<file path="src/hdl/cpu_ctrl_pkg.sv">
package cpu_ctrl_pkg;

    //////////////////////////////////////////////////
    // instruction cycle

    // FETCH reads the opcode, OPERAND the next byte
    typedef enum logic [2:0] {
        ST_FETCH   = 3'd0,
        ST_OPERAND = 3'd1,
        ST_ADDR_HI = 3'd2,
        ST_STORE   = 3'd3,
        ST_BRANCH  = 3'd4
    } seq_state_e;

    //////////////////////////////////////////////////
    // execute controls

    typedef enum logic [2:0] {
        ALU_PASS = 3'd0,
        ALU_ADD  = 3'd1,
        ALU_SUB  = 3'd2,
        ALU_AND  = 3'd3,
        ALU_OR   = 3'd4,
        ALU_XOR  = 3'd5,
        ALU_CMP  = 3'd6,
        ALU_HOLD = 3'd7
    } alu_op_e;

    // result destination, also the store source
    typedef enum logic [1:0] {
        DST_NONE = 2'd0,
        DST_A    = 2'd1,
        DST_X    = 2'd2,
        DST_Y    = 2'd3
    } reg_dst_e;

endpackage : cpu_ctrl_pkg

</file>
<file path="src/hdl/cpu_isa_pkg.sv">
package cpu_isa_pkg;

    //////////////////////////////////////////////////
    // opcode fields

    // group-one operation in bits 7:5
    typedef enum logic [2:0] {
        AAA_ORA = 3'b000,
        AAA_AND = 3'b001,
        AAA_EOR = 3'b010,
        AAA_ADC = 3'b011,
        AAA_STA = 3'b100,
        AAA_LDA = 3'b101,
        AAA_CMP = 3'b110,
        AAA_SBC = 3'b111
    } aaa_e;

    // one opcode byte, read raw or as aaa/bbb/cc
    typedef union packed {
        logic [7:0] raw;
        struct packed {
            aaa_e       aaa;
            logic [2:0] bbb;
            logic [1:0] cc;
        } fields;
    } opcode_u;

    localparam logic [1:0] CC_GROUP_ZERO = 2'b00;
    localparam logic [1:0] CC_GROUP_ONE  = 2'b01;

    localparam logic [2:0] BBB_IMM    = 3'b010;
    localparam logic [2:0] BBB_ABS    = 3'b011;
    localparam logic [2:0] BBB_BRANCH = 3'b100;

    // branch flag select, bits 7:6 of a branch opcode
    typedef enum logic [1:0] {
        BR_N = 2'b00,
        BR_V = 2'b01,
        BR_C = 2'b10,
        BR_Z = 2'b11
    } branch_flag_e;

    //////////////////////////////////////////////////
    // opcodes outside the group-one table

    localparam logic [7:0] OP_LDX_IMM = 8'hA2;
    localparam logic [7:0] OP_LDY_IMM = 8'hA0;
    localparam logic [7:0] OP_STX_ABS = 8'h8E;
    localparam logic [7:0] OP_STY_ABS = 8'h8C;
    localparam logic [7:0] OP_JMP_ABS = 8'h4C;
    localparam logic [7:0] OP_CLC     = 8'h18;
    localparam logic [7:0] OP_SEC     = 8'h38;
    localparam logic [7:0] OP_NOP     = 8'hEA;

endpackage : cpu_isa_pkg

</file>
<file path="src/hdl/cpu_bus_unit.sv">
`timescale 1ns/1ps

module cpu_bus_unit (
    input  cpu_ctrl_pkg::seq_state_e i_state,
    input  logic [15:0]              i_pc,
    input  logic [15:0]              i_store_addr,
    input  cpu_ctrl_pkg::reg_dst_e   i_store_src,
    input  logic [7:0]               i_a,
    input  logic [7:0]               i_x,
    input  logic [7:0]               i_y,
    output logic [15:0]              o_addr,
    output logic                     o_mem_r_en,
    output logic [7:0]               o_w_data
);

    import cpu_ctrl_pkg::*;

    logic [7:0] store_byte;

    // register picked for the store cycle
    always_comb begin
        case (i_store_src)
            DST_A:   store_byte = i_a;
            DST_X:   store_byte = i_x;
            DST_Y:   store_byte = i_y;
            default: store_byte = 8'd0;
        endcase
    end

    // only the store cycle writes, every other cycle reads at the pc
    always_comb begin
        if (i_state == ST_STORE) begin
            o_addr     = i_store_addr;
            o_mem_r_en = 1'b0;
            o_w_data   = store_byte;
        end else begin
            o_addr     = i_pc;
            o_mem_r_en = 1'b1;
            o_w_data   = 8'd0;
        end
    end

endmodule : cpu_bus_unit

</file>
<file path="src/hdl/cpu_core.sv">
`timescale 1ns/1ps

module cpu_core #(
    parameter logic [15:0] RESET_PC = 16'h0400
) (
    input  logic        i_clock,
    input  logic        i_reset_active,
    input  logic        i_clock_en,
    input  logic [7:0]  i_r_data,
    output logic [15:0] o_addr,
    output logic        o_mem_r_en,
    output logic [7:0]  o_w_data
);

    import cpu_isa_pkg::*;
    import cpu_ctrl_pkg::*;

    seq_state_e   state;
    logic [15:0]  pc;
    logic [15:0]  store_addr;
    reg_dst_e     store_src;
    alu_op_e      alu_op;
    reg_dst_e     dst;
    logic [7:0]   operand;
    logic         exec_en;
    logic         set_carry;
    logic         clr_carry;
    logic         is_branch;
    branch_flag_e branch_flag;
    logic         branch_value;
    logic         take_branch;
    logic [7:0]   reg_a;
    logic [7:0]   reg_x;
    logic [7:0]   reg_y;

    cpu_sequencer #(.RESET_PC(RESET_PC)) cpu_sequencer_inst (
        .i_clock        (i_clock),
        .i_reset_active (i_reset_active),
        .i_clock_en     (i_clock_en),
        .i_r_data       (i_r_data),
        .i_take_branch  (take_branch),
        .o_state        (state),
        .o_pc           (pc),
        .o_store_addr   (store_addr),
        .o_store_src    (store_src),
        .o_alu_op       (alu_op),
        .o_dst          (dst),
        .o_operand      (operand),
        .o_exec_en      (exec_en),
        .o_set_carry    (set_carry),
        .o_clr_carry    (clr_carry),
        .o_is_branch    (is_branch),
        .o_branch_flag  (branch_flag),
        .o_branch_value (branch_value)
    );

    cpu_execute cpu_execute_inst (
        .i_clock        (i_clock),
        .i_reset_active (i_reset_active),
        .i_clock_en     (i_clock_en),
        .i_alu_op       (alu_op),
        .i_dst          (dst),
        .i_operand      (operand),
        .i_exec_en      (exec_en),
        .i_set_carry    (set_carry),
        .i_clr_carry    (clr_carry),
        .i_is_branch    (is_branch),
        .i_branch_flag  (branch_flag),
        .i_branch_value (branch_value),
        .o_a            (reg_a),
        .o_x            (reg_x),
        .o_y            (reg_y),
        .o_take_branch  (take_branch)
    );

    cpu_bus_unit cpu_bus_unit_inst (
        .i_state      (state),
        .i_pc         (pc),
        .i_store_addr (store_addr),
        .i_store_src  (store_src),
        .i_a          (reg_a),
        .i_x          (reg_x),
        .i_y          (reg_y),
        .o_addr       (o_addr),
        .o_mem_r_en   (o_mem_r_en),
        .o_w_data     (o_w_data)
    );

endmodule : cpu_core

</file>
<file path="src/hdl/cpu_execute.sv">
`timescale 1ns/1ps

module cpu_execute (
    input  logic                      i_clock,
    input  logic                      i_reset_active,
    input  logic                      i_clock_en,
    input  cpu_ctrl_pkg::alu_op_e     i_alu_op,
    input  cpu_ctrl_pkg::reg_dst_e    i_dst,
    input  logic [7:0]                i_operand,
    input  logic                      i_exec_en,
    input  logic                      i_set_carry,
    input  logic                      i_clr_carry,
    input  logic                      i_is_branch,
    input  cpu_isa_pkg::branch_flag_e i_branch_flag,
    input  logic                      i_branch_value,
    output logic [7:0]                o_a,
    output logic [7:0]                o_x,
    output logic [7:0]                o_y,
    output logic                      o_take_branch
);

    import cpu_isa_pkg::*;
    import cpu_ctrl_pkg::*;

    logic [7:0] reg_a;
    logic [7:0] reg_x;
    logic [7:0] reg_y;
    logic       n_flag;
    logic       v_flag;
    logic       z_flag;
    logic       c_flag;

    logic [7:0] operand_b;
    logic       carry_in;
    logic [8:0] sum;
    logic [7:0] alu_result;
    logic       alu_v;
    logic       nz_en;
    logic       c_en;
    logic       v_en;
    logic       flag_bit;

    //////////////////////////////////////////////////
    // ALU

    // subtract and compare add the inverted operand
    assign operand_b = (i_alu_op == ALU_SUB || i_alu_op == ALU_CMP) ? ~i_operand : i_operand;
    assign carry_in  = (i_alu_op == ALU_CMP) ? 1'b1 : c_flag;
    assign sum       = {1'b0, reg_a} + {1'b0, operand_b} + {8'd0, carry_in};

    // signed overflow: same input signs, different result sign
    assign alu_v = (reg_a[7] == operand_b[7]) && (sum[7] != reg_a[7]);

    always_comb begin
        case (i_alu_op)
            ALU_PASS: alu_result = i_operand;
            ALU_ADD:  alu_result = sum[7:0];
            ALU_SUB:  alu_result = sum[7:0];
            ALU_CMP:  alu_result = sum[7:0];
            ALU_AND:  alu_result = reg_a & i_operand;
            ALU_OR:   alu_result = reg_a | i_operand;
            ALU_XOR:  alu_result = reg_a ^ i_operand;
            default:  alu_result = reg_a;
        endcase
    end

    assign nz_en = (i_alu_op != ALU_HOLD);
    assign c_en  = (i_alu_op == ALU_ADD || i_alu_op == ALU_SUB || i_alu_op == ALU_CMP);
    assign v_en  = (i_alu_op == ALU_ADD || i_alu_op == ALU_SUB);

    //////////////////////////////////////////////////
    // registers and flags

    always_ff @(posedge i_clock) begin
        if (i_reset_active) begin
            reg_a  <= 8'd0;
            reg_x  <= 8'd0;
            reg_y  <= 8'd0;
            n_flag <= 1'b0;
            v_flag <= 1'b0;
            z_flag <= 1'b0;
            c_flag <= 1'b0;
        end else if (i_clock_en && i_exec_en) begin
            case (i_dst)
                DST_A:   reg_a <= alu_result;
                DST_X:   reg_x <= alu_result;
                DST_Y:   reg_y <= alu_result;
                default: ;
            endcase
            if (nz_en) begin
                n_flag <= alu_result[7];
                z_flag <= (alu_result == 8'd0);
            end
            if (v_en) begin
                v_flag <= alu_v;
            end
            // CLC and SEC win over the ALU carry
            if (i_set_carry) begin
                c_flag <= 1'b1;
            end else if (i_clr_carry) begin
                c_flag <= 1'b0;
            end else if (c_en) begin
                c_flag <= sum[8];
            end
        end
    end

    //////////////////////////////////////////////////
    // branch condition

    always_comb begin
        case (i_branch_flag)
            BR_N:    flag_bit = n_flag;
            BR_V:    flag_bit = v_flag;
            BR_C:    flag_bit = c_flag;
            default: flag_bit = z_flag;
        endcase
    end

    assign o_take_branch = i_is_branch && (flag_bit == i_branch_value);

    assign o_a = reg_a;
    assign o_x = reg_x;
    assign o_y = reg_y;

endmodule : cpu_execute

</file>
<file path="src/hdl/cpu_sequencer.sv">
`timescale 1ns/1ps

module cpu_sequencer #(
    parameter logic [15:0] RESET_PC = 16'h0400
) (
    input  logic                       i_clock,
    input  logic                       i_reset_active,
    input  logic                       i_clock_en,
    input  logic [7:0]                 i_r_data,
    input  logic                       i_take_branch,
    output cpu_ctrl_pkg::seq_state_e   o_state,
    output logic [15:0]                o_pc,
    output logic [15:0]                o_store_addr,
    output cpu_ctrl_pkg::reg_dst_e     o_store_src,
    output cpu_ctrl_pkg::alu_op_e      o_alu_op,
    output cpu_ctrl_pkg::reg_dst_e     o_dst,
    output logic [7:0]                 o_operand,
    output logic                       o_exec_en,
    output logic                       o_set_carry,
    output logic                       o_clr_carry,
    output logic                       o_is_branch,
    output cpu_isa_pkg::branch_flag_e  o_branch_flag,
    output logic                       o_branch_value
);

    import cpu_isa_pkg::*;
    import cpu_ctrl_pkg::*;

    seq_state_e  state_q;
    logic [15:0] pc_q;
    opcode_u     opcode_q;
    logic [7:0]  addr_lo_q;
    logic [7:0]  addr_hi_q;
    logic [2:0]  aaa_bits;

    // instruction class, drives the cycle sequence
    logic is_imm;
    logic is_store;
    logic is_jmp;

    //////////////////////////////////////////////////
    // decode

    always_comb begin
        is_imm      = 1'b0;
        is_store    = 1'b0;
        is_jmp      = 1'b0;
        o_is_branch = 1'b0;
        o_alu_op    = ALU_HOLD;
        o_dst       = DST_NONE;
        o_store_src = DST_NONE;
        o_set_carry = 1'b0;
        o_clr_carry = 1'b0;
        case (opcode_q.raw)
            OP_LDX_IMM: begin
                is_imm   = 1'b1;
                o_alu_op = ALU_PASS;
                o_dst    = DST_X;
            end
            OP_LDY_IMM: begin
                is_imm   = 1'b1;
                o_alu_op = ALU_PASS;
                o_dst    = DST_Y;
            end
            OP_STX_ABS: begin
                is_store    = 1'b1;
                o_store_src = DST_X;
            end
            OP_STY_ABS: begin
                is_store    = 1'b1;
                o_store_src = DST_Y;
            end
            OP_JMP_ABS: is_jmp = 1'b1;
            OP_CLC: o_clr_carry = 1'b1;
            OP_SEC: o_set_carry = 1'b1;
            OP_NOP: ;
            default: begin
                // field view, anything unmatched stays a one-byte no-op
                if (opcode_q.fields.cc == CC_GROUP_ONE && opcode_q.fields.bbb == BBB_IMM
                        && opcode_q.fields.aaa != AAA_STA) begin
                    is_imm = 1'b1;
                    o_dst  = DST_A;
                    case (opcode_q.fields.aaa)
                        AAA_ORA: o_alu_op = ALU_OR;
                        AAA_AND: o_alu_op = ALU_AND;
                        AAA_EOR: o_alu_op = ALU_XOR;
                        AAA_ADC: o_alu_op = ALU_ADD;
                        AAA_LDA: o_alu_op = ALU_PASS;
                        AAA_SBC: o_alu_op = ALU_SUB;
                        AAA_CMP: begin
                            o_alu_op = ALU_CMP;
                            o_dst    = DST_NONE;
                        end
                        default: o_alu_op = ALU_HOLD;
                    endcase
                end else if (opcode_q.fields.cc == CC_GROUP_ONE
                        && opcode_q.fields.bbb == BBB_ABS
                        && opcode_q.fields.aaa == AAA_STA) begin
                    is_store    = 1'b1;
                    o_store_src = DST_A;
                end else if (opcode_q.fields.cc == CC_GROUP_ZERO
                        && opcode_q.fields.bbb == BBB_BRANCH) begin
                    o_is_branch = 1'b1;
                end
            end
        endcase
    end

    // branch select lives in the aaa bits
    assign aaa_bits       = opcode_q.fields.aaa;
    assign o_branch_flag  = branch_flag_e'(aaa_bits[2:1]);
    assign o_branch_value = aaa_bits[0];

    assign o_operand    = i_r_data;
    assign o_exec_en    = (state_q == ST_OPERAND);
    assign o_state      = state_q;
    assign o_pc         = pc_q;
    assign o_store_addr = {addr_hi_q, addr_lo_q};

    //////////////////////////////////////////////////
    // state and program counter

    always_ff @(posedge i_clock) begin
        if (i_reset_active) begin
            state_q <= ST_FETCH;
            pc_q    <= RESET_PC;
        end else if (i_clock_en) begin
            case (state_q)
                ST_FETCH: begin
                    pc_q    <= pc_q + 16'd1;
                    state_q <= ST_OPERAND;
                end
                ST_OPERAND: begin
                    if (is_imm) begin
                        pc_q    <= pc_q + 16'd1;
                        state_q <= ST_FETCH;
                    end else if (is_store || is_jmp) begin
                        pc_q    <= pc_q + 16'd1;
                        state_q <= ST_ADDR_HI;
                    end else if (o_is_branch) begin
                        pc_q    <= pc_q + 16'd1;
                        state_q <= i_take_branch ? ST_BRANCH : ST_FETCH;
                    end else begin
                        // implied and unknown opcodes, dummy read
                        state_q <= ST_FETCH;
                    end
                end
                ST_ADDR_HI: begin
                    if (is_jmp) begin
                        pc_q <= {i_r_data, addr_lo_q};
                        state_q <= ST_FETCH;
                    end else begin
                        pc_q    <= pc_q + 16'd1;
                        state_q <= ST_STORE;
                    end
                end
                ST_BRANCH: begin
                    // pc already points past the offset byte
                    pc_q    <= pc_q + {{8{addr_lo_q[7]}}, addr_lo_q};
                    state_q <= ST_FETCH;
                end
                default: state_q <= ST_FETCH;
            endcase
        end
    end

    // opcode and address bytes
    always_ff @(posedge i_clock) begin
        if (i_clock_en) begin
            if (state_q == ST_FETCH) begin
                opcode_q.raw <= i_r_data;
            end
            if (state_q == ST_OPERAND) begin
                addr_lo_q <= i_r_data;
            end
            if (state_q == ST_ADDR_HI) begin
                addr_hi_q <= i_r_data;
            end
        end
    end

endmodule : cpu_sequencer

</file>
<file path="config.mk">
export PLATFORM = sky130hd
export DESIGN_NAME = cpu_core
export DESIGN_NICKNAME = d
export VERILOG_FILES = /design/src/hdl/cpu_ctrl_pkg.sv /design/src/hdl/cpu_isa_pkg.sv /design/src/hdl/cpu_bus_unit.sv /design/src/hdl/cpu_core.sv /design/src/hdl/cpu_execute.sv /design/src/hdl/cpu_sequencer.sv
export SDC_FILE = /design/constraint.sdc
export NUM_CORES = 1
export LEC_CHECK = 0
export BUFFER_PORTS_ARGS = -buffer_cell sky130_fd_sc_hd__clkbuf_2
export CORE_UTILIZATION = 60
export DETAILED_ROUTE_END_ITERATION = 10
export GPL_TIMING_DRIVEN = 0
export PLACE_DENSITY_LB_ADDON = 0.2
export SLEW_MARGIN = 20
export SYNTH_ARGS = -nofsm -noshare
export SYNTH_HDL_FRONTEND = slang
export SYNTH_HIERARCHICAL = 1
export SYNTH_SLANG_ARGS = --single-unit
</file>
<file path="constraint.sdc">
create_clock -name i_clock -period 9.95 [get_ports i_clock]
set_clock_uncertainty 0.1 [all_clocks]
set_input_delay 0.4975 -clock i_clock [delete_from_list [all_inputs] [get_ports i_clock]]
set_output_delay 0.4975 -clock i_clock [all_outputs]
set_load 0.005 [all_outputs]
</file>
## Word-level counts from Yosys, hierarchy flattened

Cells that the tools add are included.

| word-level totals | value |
|---|---|
| register bits after elaboration | 71 |
| bits in latches | 0 |
| memory bits (writable) | 0 |
| bits in read-only memories | 0 |
| bits of input ports | 11 |
| output and inout port bits | 25 |
| word-level logic and storage cells | 142 |
| memories kept | 0 |

| operators by class | value |
|---|---|
| add/sub/neg operators | 4 |
| $mul | 0 |
| divide/modulo/power cells | 0 |
| magnitude comparators | 0 |
| equal/unequal tests | 43 |
| shift operators | 0 |
| multiplexer cells | 43 |
| bitwise logic cells | 4 |
| reductions and logical operators | 36 |

Operators with widths:

| operator | count |
|---|---|
| two-way mux 16 bit | 5 |
| case mux 16 bit (4 select lines) | 1 |
| == test 8 bit, second input constant | 5 |
| case mux 8 bit (5 select lines) | 1 |
| == test 3 bit, second input constant | 9 |
| == test 3 x 2 -> 1 bit, second input constant | 8 |
| case mux 8 bit (3 select lines) | 1 |
| case mux 3 bit (7 select lines) | 1 |
| AND reduction 2 bit | 9 |
| two-way mux 1 bit | 17 |
| adder 16 x 1 -> 16 bit, second input constant | 1 |
| adder 16 bit | 1 |
| two-way mux 8 bit | 2 |
| two-way mux 3 bit | 5 |
| case mux 2 bit (3 select lines) | 2 |
| OR reduction 6 bit | 2 |
| == test 2 bit, second input constant | 5 |
| adder 8 x 8 -> 9 bit | 1 |
| adder 9 x 1 -> 9 bit | 1 |
| == test 3 x 1 -> 1 bit, second input constant | 3 |
| zero test 3 bit | 3 |
| case mux 3 bit (3 select lines) | 1 |
| AND 8 bit | 1 |
| == test 2 x 1 -> 1 bit, second input constant | 4 |
| other kinds (24) | 41 |

## Depth between registers and ports, before layout

Gate-level depths: netlist of run 1.

| logic depth | value |
|---|---|
| depth after elaboration | 13 |
| mapped depth | 17 |
| gate-level depth less buffers | 14 |

## Hierarchy

The synthesis of run 1 kept the hierarchy.

Modules (own cells, without submodules):

| module | instances | cells each | area each (um^2) | seq. area each (um^2) |
|---|---|---|---|---|
| cpu_sequencer | 1 | 337 | 3056.7 | 1101.1 |
| cpu_execute | 1 | 299 | 2311.0 | 560.5 |
| cpu_bus_unit | 1 | 47 | 485.5 | 0.0 |

## Worst setup path after synthesis of run 1

OpenSTA, ideal clock, no wires.

| timing path | value |
|---|---|
| path type | reg2reg |
| start | register cpu_sequencer_inst/opcode_q[7] (netlist bit) |
| end | register cpu_execute_inst.z_flag |
| setup time | 0.069 ns |
| arrival | 4.126 ns |
| required time | 9.781 ns |
| slack | 5.655 ns |
| cell stages (with the launch flop) | 16 |
| buffers on the path | 2 |
| period minus slack after synthesis | 4.295 ns |
| cells stage by stage | edfxtp_1 > buf_6 > nor3b_1 > nand4b_1 > inv_1 > a21oi_1 > or2b_4 > buf_6 > xnor2_1 > fa_1 > fa_1 > xor2_1 > a211o_1 > or4_1 > or4_1 > o21ai_1 |

| on the way | value |
|---|---|
| word-level cells in the longest chain between the ends | 11 |
| elaborated cells between the ends (all ways) | 39 |
| classes of those cells | add/sub (2); eq/ne (22); mux (6); reduce/logical (9) |

RTL lines:

| item | RTL line | RTL |
|---|---|---|
| start, declared | cpu_sequencer.sv:31 | `opcode_u opcode_q;` |
| == test 3 bit, or another cell as far along | cpu_sequencer.sv:83 | `case (opcode_q.fields.aaa)` |
| case mux 3 bit (7 select lines) / logical AND 1 bit (equally long branches) | cpu_sequencer.sv:83, cpu_sequencer.sv:80 |  |
| two-way mux 3 bit | cpu_sequencer.sv:79 | `if (opcode_q.fields.cc == CC_GROUP_ONE && opcode_q.fields.bbb == BBB_IMM` |
| case mux 3 bit (2 select lines) * | cpu_sequencer.sv:54 | `case (opcode_q.raw)` |
| net alu_op[1] | cpu_core.sv:22 | `alu_op_e alu_op;` |
| == test 3 x 2 -> 1 bit / == test 3 bit (equally long branches) | cpu_execute.sv:47, cpu_execute.sv:55, cpu_execute.sv:48 |  |
| logical OR 1 bit | cpu_execute.sv:47 | `assign operand_b = (i_alu_op == ALU_SUB \|\| i_alu_op == ALU_CMP) ? ~i_operand : i_operand;` |
| two-way mux 8 bit | cpu_execute.sv:47 |  |
| adder 8 x 8 -> 9 bit | cpu_execute.sv:49 | `assign sum = {1'b0, reg_a} + {1'b0, operand_b} + {8'd0, carry_in};` |
| adder 9 x 1 -> 9 bit | cpu_execute.sv:49 |  |
| case mux 8 bit (5 select lines) | cpu_execute.sv:55 | `case (i_alu_op)` |
| zero test 8 bit | cpu_execute.sv:92 | `z_flag <= (alu_result == 8'd0);` |
| end signal, assigned | cpu_execute.sv:92 |  |
| end, declared | cpu_execute.sv:30 | `logic z_flag;` |

The timed path passes the listed nets; every way through them passes the cells marked *.
A chain may end at the register's enable or synchronous reset.

## Worst setup path in the final report of run 1

Same ends and word-level chain as after synthesis.

==> results by group, run 1 <==
Outcome
  – Status: complete, no violations

Clock tree
  – CTS H-tree lvls: 3
  – Post-CTS Setup Bufs: 0
  – CTS clk-pin slew, worst paths: 0.07 ns
  – Clk Latency, worst-skew pair: approximately 0.35 ns
  – CTS tree: yes
  – Clock Path Buffers: 2
  – Clock sink count: 71
  – # resized after CTS: 0
  – CTS buffer count: 9
  – CTS root buf: clkbuf_8
  – Hold-fix buffers at CTS: 0

Yosys
  – Post-synthesis sequential area ratio: 0.284
  – Net count after synthesis: 736
  – Post-synthesis cell type count: 83
  – Synthesis Warnings: 6
  – Top_reg_cell synth: dfxtp_1
  – Ys async rst share: 0
  – Synthesized area: 5850 sq um
  – Mapped Cells: just under 700
  – Seq cells post-synth: just over 70
  – Post-synth EDFFs: 24
  – Syn Area/Cell: about 8.6 sq um

Timing
  – Final Max Slew Viols: 0
  – Final Hold Vio Count: 0
  – Slew @ Worst Pin: 0.748 ns
  – Period minus WS final: a little under 5 ns
  – Fin Setup TNS: 0 ns
  – Final period util: 0.491
  – Fmax: ~0.20 GHz
  – RSZ-0062 raised after global routing: false
  – Final setup violation count: 0
  – Rel. slew slack: 0.500

Worst setup path
  – Levels on crit path: 15
  – R2R depth: 15
  – Worst endpoint required time: 10.13 ns
  – Slowest-stage cell, CP: or4_1
  – CP delay by family, top: simple AND/OR/NAND/NOR gates
  – Crit path kind: reg2reg
  – Cells along the critical path: buf_6 > nor3b_1 > nand4b_1 > inv_1 > a21oi_1 > or2b_4 > buf_6 > xnor2_1 > fa_1 > fa_1 > xor2_1 > a211o_1 > or4_1 > or4_1 > o21ai_1
  – Crit path capture: cpu_execute_inst/z_flag$_SDFFE_PP0P_
  – Worst setup SP type: register
  – R2R Path End: cpu_execute_inst/z_flag$_SDFFE_PP0P_
  – FF-to-FF Start: cpu_sequencer_inst/opcode_q[7]$_DFFE_PP_
  – Crit Path Max Fanout: 10
  – Arr. time, crit path: between 5 and 6 ns
  – Crit path buf inv count: 3
  – Setup crit end kind: register
  – Critical Path Source: cpu_sequencer_inst/opcode_q[7]$_DFFE_PP_
  – Slowest Stage Delay on Critical Path: 0.49 ns
  – Register-to-Register Setup Slack: 5.07 ns

Placed design
  – I/O Buffers: 35
  – Detail Placement HPWL: 12.1 mm
  – RePlAce Congestion: 0.908

Hold path
  – HP Class: in2reg
  – Hold Path Stages: 1

Job
  – Max-cap violations: 0

Pwr
  – Leak: between 2 and 3 nW
  – Pwr dens: 104 nW/um^2
  – Overall Power: 666 uW
  – Worst VDD drop: roughly 0.075 mV

Finish
  – Fill count: 774
  – Area of the multi-input gates: approximately 3800 sq um
  – Fin nets: 782
  – Most common cell after layout, fill and taps aside: nor2_1
  – Share of layout cells above drive strength 1: 0.157
  – Ant diodes: 0
  – Register Area: around 1700 sq um
  – Area growth syn-to-layout: 9.17%
  – Commonest cells after routing, fill and taps aside: nor2_1, a21oi_1, nand2_1, dfxtp_1, ha_1

Global route
  – First-pass GRT wire length: 26.0 mm
  – Initial antenna violation count: 0
  – Total GRT Usage: 0.330
  – Vias in the first global route: about 5300
  – Grt total ovfl: 0
  – Largest net degree at the start of global routing: 14

Floorplan
  – Initial core utilization: 0.627
  – Die width: a little over 100 um
  – Core Region: 9330 sq um
  – Die height: 101 um
  – IO Pins: 36
  – Full die area: 10200 sq um
  – Rows: 35

Routing
  – Via count: 5503
  – DRC viols: 0
  – Wire length per cell: 18.7 um
  – Post-route ant nets: 0
  – Initial DRC count: 380
  – Drt first pass iters: 5
  – Wirelength, routed: between 15 and 20 mm
  – Via density: 6.38
worst min-delay path by stage:
stage / startpoint / endpoint / slack, ns
after global routing: i_r_data[7] / cpu_sequencer_inst/opcode_q[7]$_DFFE_PP_ / 0.33
after global placement: cpu_execute_inst/o_y[2]$_SDFFE_PP0P_ / cpu_execute_inst/o_y[2]$_SDFFE_PP0P_ / 0.34
after CTS: i_r_data[7] / cpu_sequencer_inst/opcode_q[7]$_DFFE_PP_ / 0.33
after detailed placement: cpu_execute_inst/o_y[0]$_SDFFE_PP0P_ / cpu_execute_inst/o_y[0]$_SDFFE_PP0P_ / 0.35
after floorplan: cpu_execute_inst/o_y[0]$_SDFFE_PP0P_ / cpu_execute_inst/o_y[0]$_SDFFE_PP0P_ / 0.34
final: i_r_data[7] / cpu_sequencer_inst/opcode_q[7]$_DFFE_PP_ / 0.34
flip-flops by register name, summed over array words and instances (netlist names):
register and flops:
cpu_sequencer_inst/o_pc 16, cpu_execute_inst/o_a 8, cpu_execute_inst/o_x 8, cpu_execute_inst/o_y 8, cpu_sequencer_inst/addr_hi_q 8, cpu_sequencer_inst/addr_lo_q 8, cpu_sequencer_inst/opcode_q 8, cpu_sequencer_inst/o_state 3
cpu_execute_inst/c_flag 1, cpu_execute_inst/n_flag 1, cpu_execute_inst/v_flag 1, cpu_execute_inst/z_flag 1
cell usage after synthesis (17+ instances only):
cell type,n,area (sq um)
nor2_1,69,259
a21oi_1,63,315
nand2_1,56,210
dfxtp_1,47,941
ha_1,39,488
inv_1,31,116
o21ai_0,28,140
edfxtp_1,24,721
a211oi_1,22,165
xnor2_1,22,193
nand3_1,19,95.1
mux2i_1,17,170
logic make-up (layout without fill, tap and decap cells):
kind of cell,count (synthesis),after routing,share of synthesized area
buf+inv,74,125,0.0697
simple gates,228,228,0.199
fa+ha+maj,42,42,0.0936
compound gates,203,203,0.237
mux,34,34,0.0708
xor+xnor,31,31,0.0464
flops,71,71,0.284
per-stage QoR:
step | setup slack, ns | area (sq um) | std cells | hold WS (ns) | utilization
finish | 5.07 | 6390 | 863 | 0.336 | 0.685
global route | 4.86 | 6390 | 863 | 0.332 | 0.685
CTS | 5.10 | 6390 | 863 | 0.325 | 0.685
detailed placement | 5.14 | 6190 | 847 | 0.348 | 0.664
global placement | 5.26 | 6190 | 847 | 0.342 | 0.664
floorplan | 5.66 | 5850 | 683 | 0.336 | -
where the power goes:
group | internal (mW) | switching, mW
Clock | 0.114 | 0.116
Sequential | 0.307 | 0.0118
Combinational | 0.0486 | 0.0677
area by class of cell:
type	instances	share of cell area
Clock buffer	11	0.0255
Tap cell	129	0.0253
Sequential cell	71	0.260
Inverter	32	0.0188
Multi-Input combinational cell	538	0.592
Timing Repair Buffer	35	0.0274
Clock inverter	5	0.00587
Buffer	42	0.0450
per-layer routing:
layer | up-vias | routed length, um | global-route usage
met5 | - | 0 | 0
li1 | 2609 | - | -
met2 | 223 | 7990 | 0.576
met4 | 0 | 812 | 0.206
met3 | 64 | 902 | 0.0548
met1 | 2607 | 6450 | 0.375
worst reg2reg max path, delay by kind of cell (launching register included):
family,cells,cell delay [ns]
and+or+nand+nor,5,1.64
AOI/OAI and AO/OA,3,0.93
adders and majority gates,2,0.91
buffers and inverters,3,0.47
DFF,1,0.41
xor gates and xnor gates,2,0.35
Power figures use the tool's default switching activity.
==> run 2, diff against run 1 <==
Settings changed: CORE_UTILIZATION 60 to 56.
Clock period 9.95 ns to 4.49 ns, I/O delays scaled along.
==> results by group, run 2 (synthesized netlist as in run 1, its figures left out) <==
Placed design
  – DP Worst Slack: -0.270 ns
  – RePlAce Congestion: 0.901
  – Detail Placement HPWL: between 10 and 15 mm
  – Placed cells: 851
  – Placed Area: roughly 6200 sq um
  – I/O Buffers: 35

Pwr
  – Switching share of power: 0.306
  – Internal Pwr Total: 1.03 mW
  – Pwr dens: 230 nW/um^2
  – Worst VDD drop: between 0.1 and 0.15 mV
  – Leak: ~2.5 nW
  – Seq pwr share: 0.475
  – Logic pwr share: 0.177
  – Clock Power Share: 0.347
  – Psw: 456 uW

Finish
  – Non-filler cells, final: 872
  – Fill count: between 800 and 900
  – Area growth syn-to-layout: 10.3%
  – Max reg flops: 16
  – Ant diodes: 0
  – Most common cell after layout, fill and taps aside: nor2_1
  – Share of layout cells above drive strength 1: 0.175
  – Fin nets: 787
  – Commonest cells after routing, fill and taps aside: nor2_1, a21oi_1, nand2_1, dfxtp_1, ha_1
  – Register Area: 1660 sq um
  – Area of the multi-input gates: 3810 sq um
  – Design area: roughly 6500 sq um

Worst setup path
  – Setup crit end kind: register
  – Worst endpoint required time: 4.67 ns
  – Worst setup SP type: register
  – Slowest-stage cell, CP: or4_1
  – Crit Path Max Fanout: 10
  – Slowest Stage Delay on Critical Path: 0.47 ns
  – Arr. time, crit path: 4.47 ns
  – Crit path kind: reg2reg
  – Register-to-Register Setup Slack: 0.20 ns
  – Cells along the critical path: buf_4 > nor2_1 > xor2_1 > a21oi_2 > buf_4 > or2b_4 > buf_6 > xnor2_1 > fa_2 > fa_2 > xor2_1 > a211o_1 > or4_1 > or4_1 > o21ai_1

Floorplan
  – Full die area: about 11000 sq um
  – IO Pins: 36
  – Die width: 104 um
  – Rows: 36
  – Core Region: ~10000 sq um
  – Die height: 104 um
  – Initial core utilization: 0.588

Timing
  – Final period util: 0.955
  – Final Worst Setup Slack: 0.203 ns
  – Final setup violation count: 0
  – Slew @ Worst Pin: 0.764 ns
  – Rel. slew slack: 0.487
  – RSZ-0062 raised after global routing: false
  – Final Hold Vio Count: 0
  – Hold WS: just over 0.05 ns
  – Period minus WS final: 4.29 ns
  – Fmax: between 0.2 and 0.25 GHz
  – Final Max Slew Viols: 0

Global route
  – Initial antenna violation count: 0
  – Total GRT Usage: 0.318
  – Vias in the first global route: 5098
  – Grt total ovfl: 0
  – Largest net degree at the start of global routing: 15
  – First-pass GRT wire length: 27.2 mm

Clock tree
  – CTS H-tree lvls: 3
  – Clock sink count: 71
  – CTS tree: yes
  – CTS clk-pin slew, worst paths: 0.09 ns
  – Clk Latency, worst-skew pair: around 0.36 ns
  – CTS buffer count: 9
  – CTS root buf: clkbuf_8
  – Hold-fix buffers at CTS: 0
  – Clock Path Buffers: 2

Routing
  – Post-route ant nets: 0
  – Wire length per cell: 19.5 um
  – Via density: 6.38
  – Drt first pass iters: 5
  – Wirelength, routed: 17.0 mm
  – Via count: around 5600
  – DRC viols: 0
  – Initial DRC count: 435

Job
  – Max-cap violations: 0

Hold path
  – HP Class: in2reg

Outcome
  – Status: complete, no violations
==> run 2: changes by cell type in the layout (fill, tap and decap cells not counted), sizes merged <==
| cell | previous run | this run |
|---|---|---|
| buf | 29 | 34 |
| clkbuf | 59 | 58 |
| inv | 33 | 34 |
==> run 2: layout make-up <==
| cell class | instances | share of cell area |
|---|---|---|
| buffer | 42 | 0.0446 |
| clock buffer | 10 | 0.0231 |
| clock inverter | 6 | 0.00756 |
| inverter | 32 | 0.0186 |
| multi-input combinational | 538 | 0.590 |
| sequential | 71 | 0.257 |
| tap | 133 | 0.0258 |
| timing repair buffer | 40 | 0.0329 |
==> run 2: worst paths after layout <==
check | start | endpoint | depth (start not counted)
hold / removal | i_r_data[6] | cpu_sequencer_inst/addr_lo_q[6]$_DFFE_PP_ | 1
setup / recovery | cpu_sequencer_inst/opcode_q[6]$_DFFE_PP_ | cpu_execute_inst/z_flag$_SDFFE_PP0P_ | 15
hold reg to reg | cpu_execute_inst/o_y[5]$_SDFFE_PP0P_ | cpu_execute_inst/o_y[5]$_SDFFE_PP0P_ | 2
setup reg to reg | cpu_sequencer_inst/opcode_q[6]$_DFFE_PP_ | cpu_execute_inst/z_flag$_SDFFE_PP0P_ | 15
==> run 2: timing repair <==
action / in CTS / in global routing
pin swaps: 0 / 4
endpoints found under the setup margin: 4 / 4
gates resized for setup: 4 / 5
buffers inserted: 4 / 1
==> run 2: critical path: cells and delay by family (launching register included) <==
family                   cells  cell delay [ns]
AND/OR/NAND/NOR              4             1.32
adder cells (fa/ha/maj)      2             0.75
AO/OA/AOI/OAI                3             0.55
buffers and inverters        3             0.53
XOR/XNOR                     3             0.53
flip-flops                   1             0.44
==> run 2: metrics by stage <==
stage	total power, mW	setup TNS, ns	util
final	1.49	0	0.649
after global routing	1.55	0	0.649
after CTS	1.49	0	0.646
after detailed placement	0.974	-0.278	0.622
after global placement	0.965	-0.214	0.622
after floorplan	0.899	0	-
==> run 2: power groups by stage <==
stage	clock network [mW]	logic (mW)	registers [mW]
after floorplan	0	0.185	0.713
after global placement	0	0.244	0.721
after detailed placement	0	0.251	0.722
after CTS	0.525	0.256	0.706
after global routing	0.549	0.288	0.710
final	0.517	0.264	0.708
==> run 2: routing by layer <==
metal	wire length, um	global-route usage
met2	7350	0.465
met1	7850	0.466
met3	1490	0.0645
met4	294	0.0969
met5	0	0
==> run 3, diff against run 2 <==
Settings changed: ABC_AREA set to 1, CORE_UTILIZATION 56 to 57.
==> results by group, run 3 <==
Pwr
  – Seq pwr share: 0.481
  – Clock Power Share: 0.313
  – Leak: ~3.4 nW
  – Pwr dens: 224 nW/um^2
  – Switching share of power: 0.322
  – Overall Power: about 1.5 mW
  – Psw: between 400 and 500 uW
  – Worst VDD drop: 0.187 mV
  – Logic pwr share: 0.206
  – Internal Pwr Total: 1.02 mW

Placed design
  – I/O Buffers: 35
  – Placed Area: between 6000 and 7000 sq um
  – Detail Placement HPWL: 13.0 mm
  – Placed cells: 1140
  – RePlAce Congestion: 0.951
  – DP Worst Slack: 0.00507 ns

Worst setup path
  – Setup crit end kind: register
  – Worst endpoint required time: 4.62 ns
  – Crit Path Max Fanout: 10
  – Worst setup SP type: register
  – Arr. time, crit path: 4.39 ns
  – Slowest Stage Delay on Critical Path: 0.47 ns
  – Most used cell along the critical path: nand2_1
  – Crit path kind: reg2reg
  – FF-to-FF Start: cpu_sequencer_inst/opcode_q[1]$_DFFE_PP_
  – Critical Path Source: cpu_sequencer_inst/opcode_q[1]$_DFFE_PP_
  – Crit path buf inv count: 5
  – CP delay by family, top: simple AND/OR/NAND/NOR gates
  – Slowest-stage cell, CP: fa_1

Timing
  – RSZ-0062 raised after global routing: false
  – Rel. slew slack: 0.486
  – Slew @ Worst Pin: 0.769 ns
  – Hold WS: 0.0755 ns
  – Final period util: 0.948
  – Final Worst Setup Slack: 0.235 ns
  – Final setup violation count: 0
  – Period minus WS final: ~4.3 ns
  – Fmax: roughly 0.24 GHz
  – Final Hold Vio Count: 0
  – Fin Setup TNS: 0 ns
  – Final Max Slew Viols: 0

Clock tree
  – Post-CTS Setup Bufs: 0
  – Clock Path Buffers: 2
  – CTS tree: yes
  – Clk Latency, worst-skew pair: 0.36 ns
  – Hold-fix buffers at CTS: 0
  – Clock sink count: 71
  – CTS clk-pin slew, worst paths: 0.08 ns
  – CTS buffer count: 9
  – # resized after CTS: 1
  – CTS H-tree lvls: 3
  – CTS root buf: clkbuf_8

Global route
  – Largest net degree at the start of global routing: 14
  – Initial antenna violation count: 0
  – Grt total ovfl: 0
  – Total GRT Usage: 0.311
  – Vias in the first global route: between 5000 and 6000
  – First-pass GRT wire length: 27.2 mm

Yosys
  – Post-synth EDFFs: 24
  – Synthesized area: 6150 sq um
  – Synthesis Warnings: 6
  – Post-synthesis cell type count: 40
  – Syn Area/Cell: 6.35 sq um
  – Ys async rst share: 0
  – Post-synthesis sequential area ratio: 0.270
  – Area share of the largest cell type after synthesis: 0.171
  – Synth area leaders: nand2_1, dfxtp_1, edfxtp_1
  – Net count after synthesis: between 1000 and 1500
  – Top_reg_cell synth: dfxtp_1
  – Synth top cells by count: nand2_1, inv_1, nand3_1
  – Mapped Cells: 968
  – Area leader, netlist: nand2_1
  – Seq cells post-synth: 71
  – Count leader, synth: nand2_1

Hold path
  – HP Class: in2reg
  – HP Start: i_r_data[7]

Routing
  – Initial DRC count: 471
  – Wire length per cell: 14.7 um
  – Drt first pass iters: 7
  – DRC viols: 0
  – Wirelength, routed: 17.0 mm
  – Post-route ant nets: 0
  – Via density: roughly 5.5
  – Via count: 6328

Floorplan
  – Die height: ~110 um
  – Rows: 37
  – Initial core utilization: 0.593
  – Full die area: 11200 sq um
  – IO Pins: 36
  – Core Region: 10400 sq um
  – Die width: 106 um

Finish
  – Max reg flops: 16
  – Non-filler cells, final: roughly 1200
  – Fin nets: 1068
  – Share of layout cells above drive strength 1: 0.118
  – Commonest cells after routing, fill and taps aside: nand2_1, inv_1, nand3_1, nor2_1, a21oi_1
  – Fill count: ~1000
  – Design area: 6710 sq um
  – Final core utilization: 0.647
  – Most common cell after layout, fill and taps aside: nand2_1
  – Area growth syn-to-layout: 9.03%
  – Ant diodes: 0

Job
  – Max-cap violations: 0

Outcome
  – Status: complete, no violations
run 3: cell type report:
cell class | count | area (sq um) | share of cell area
Inverter | 138 | 518 | 0.0773
Timing Repair Buffer | 36 | 180 | 0.0269
Tap cell | 136 | 170 | 0.0254
Clock buffer | 10 | 138 | 0.0205
Clock inverter | 6 | 42.5 | 0.00634
Multi-Input combinational cell | 727 | 3780 | 0.564
Sequential cell | 71 | 1660 | 0.248
Buffer | 32 | 216 | 0.0323
run 3: kinds of logic (layout without fill, tap and decap cells):
family,count (synthesis),in the layout,synth area share
simple gates,540,540,0.386
buf+inv,170,222,0.119
compound gates,129,129,0.113
flops,71,71,0.270
fa+ha+maj,42,42,0.0891
xor+xnor,16,16,0.0228
run 3: routing by layer:
metal | GRT usage | part of all wire | up-vias
met4 | 0.150 | 0.044 | 0
li1 | - | - | 3216
met2 | 0.551 | 0.48 | 228
met1 | 0.352 | 0.40 | 2833
met5 | 0 | 0 | -
met3 | 0.0662 | 0.071 | 51
run 3: worst reg2reg max path, delay by kind of cell, from the launching register on:
kind | cells | cell delay (ns)
AND/OR/NAND/NOR | 16 | 1.49
buffers and inverters | 5 | 0.69
AO/OA/AOI/OAI | 1 | 0.31
adder cells (fa/ha/maj) | 2 | 0.87
XOR/XNOR | 1 | 0.19
flip-flops | 1 | 0.45
run 3: worst paths after layout:
path	end	slack, ns	cells past startpoint
worst max register to register	cpu_execute_inst/z_flag$_SDFFE_PP0P_	0.24	25
worst min-delay path	cpu_sequencer_inst/opcode_q[7]$_DFFE_PP_	0.08	1
worst max-delay path	cpu_execute_inst/z_flag$_SDFFE_PP0P_	0.24	25
worst min register to register	cpu_execute_inst/v_flag$_SDFFE_PP0P_	0.39	2
run 3: power groups by stage:
stage | clock network, mW | registers (mW) | logic (mW)
detailed placement | 0 | 0.736 | 0.303
global route | 0.503 | 0.725 | 0.351
CTS | 0.480 | 0.721 | 0.305
finish | 0.470 | 0.722 | 0.309
floorplan | 0 | 0.722 | 0.226
global placement | 0 | 0.736 | 0.297
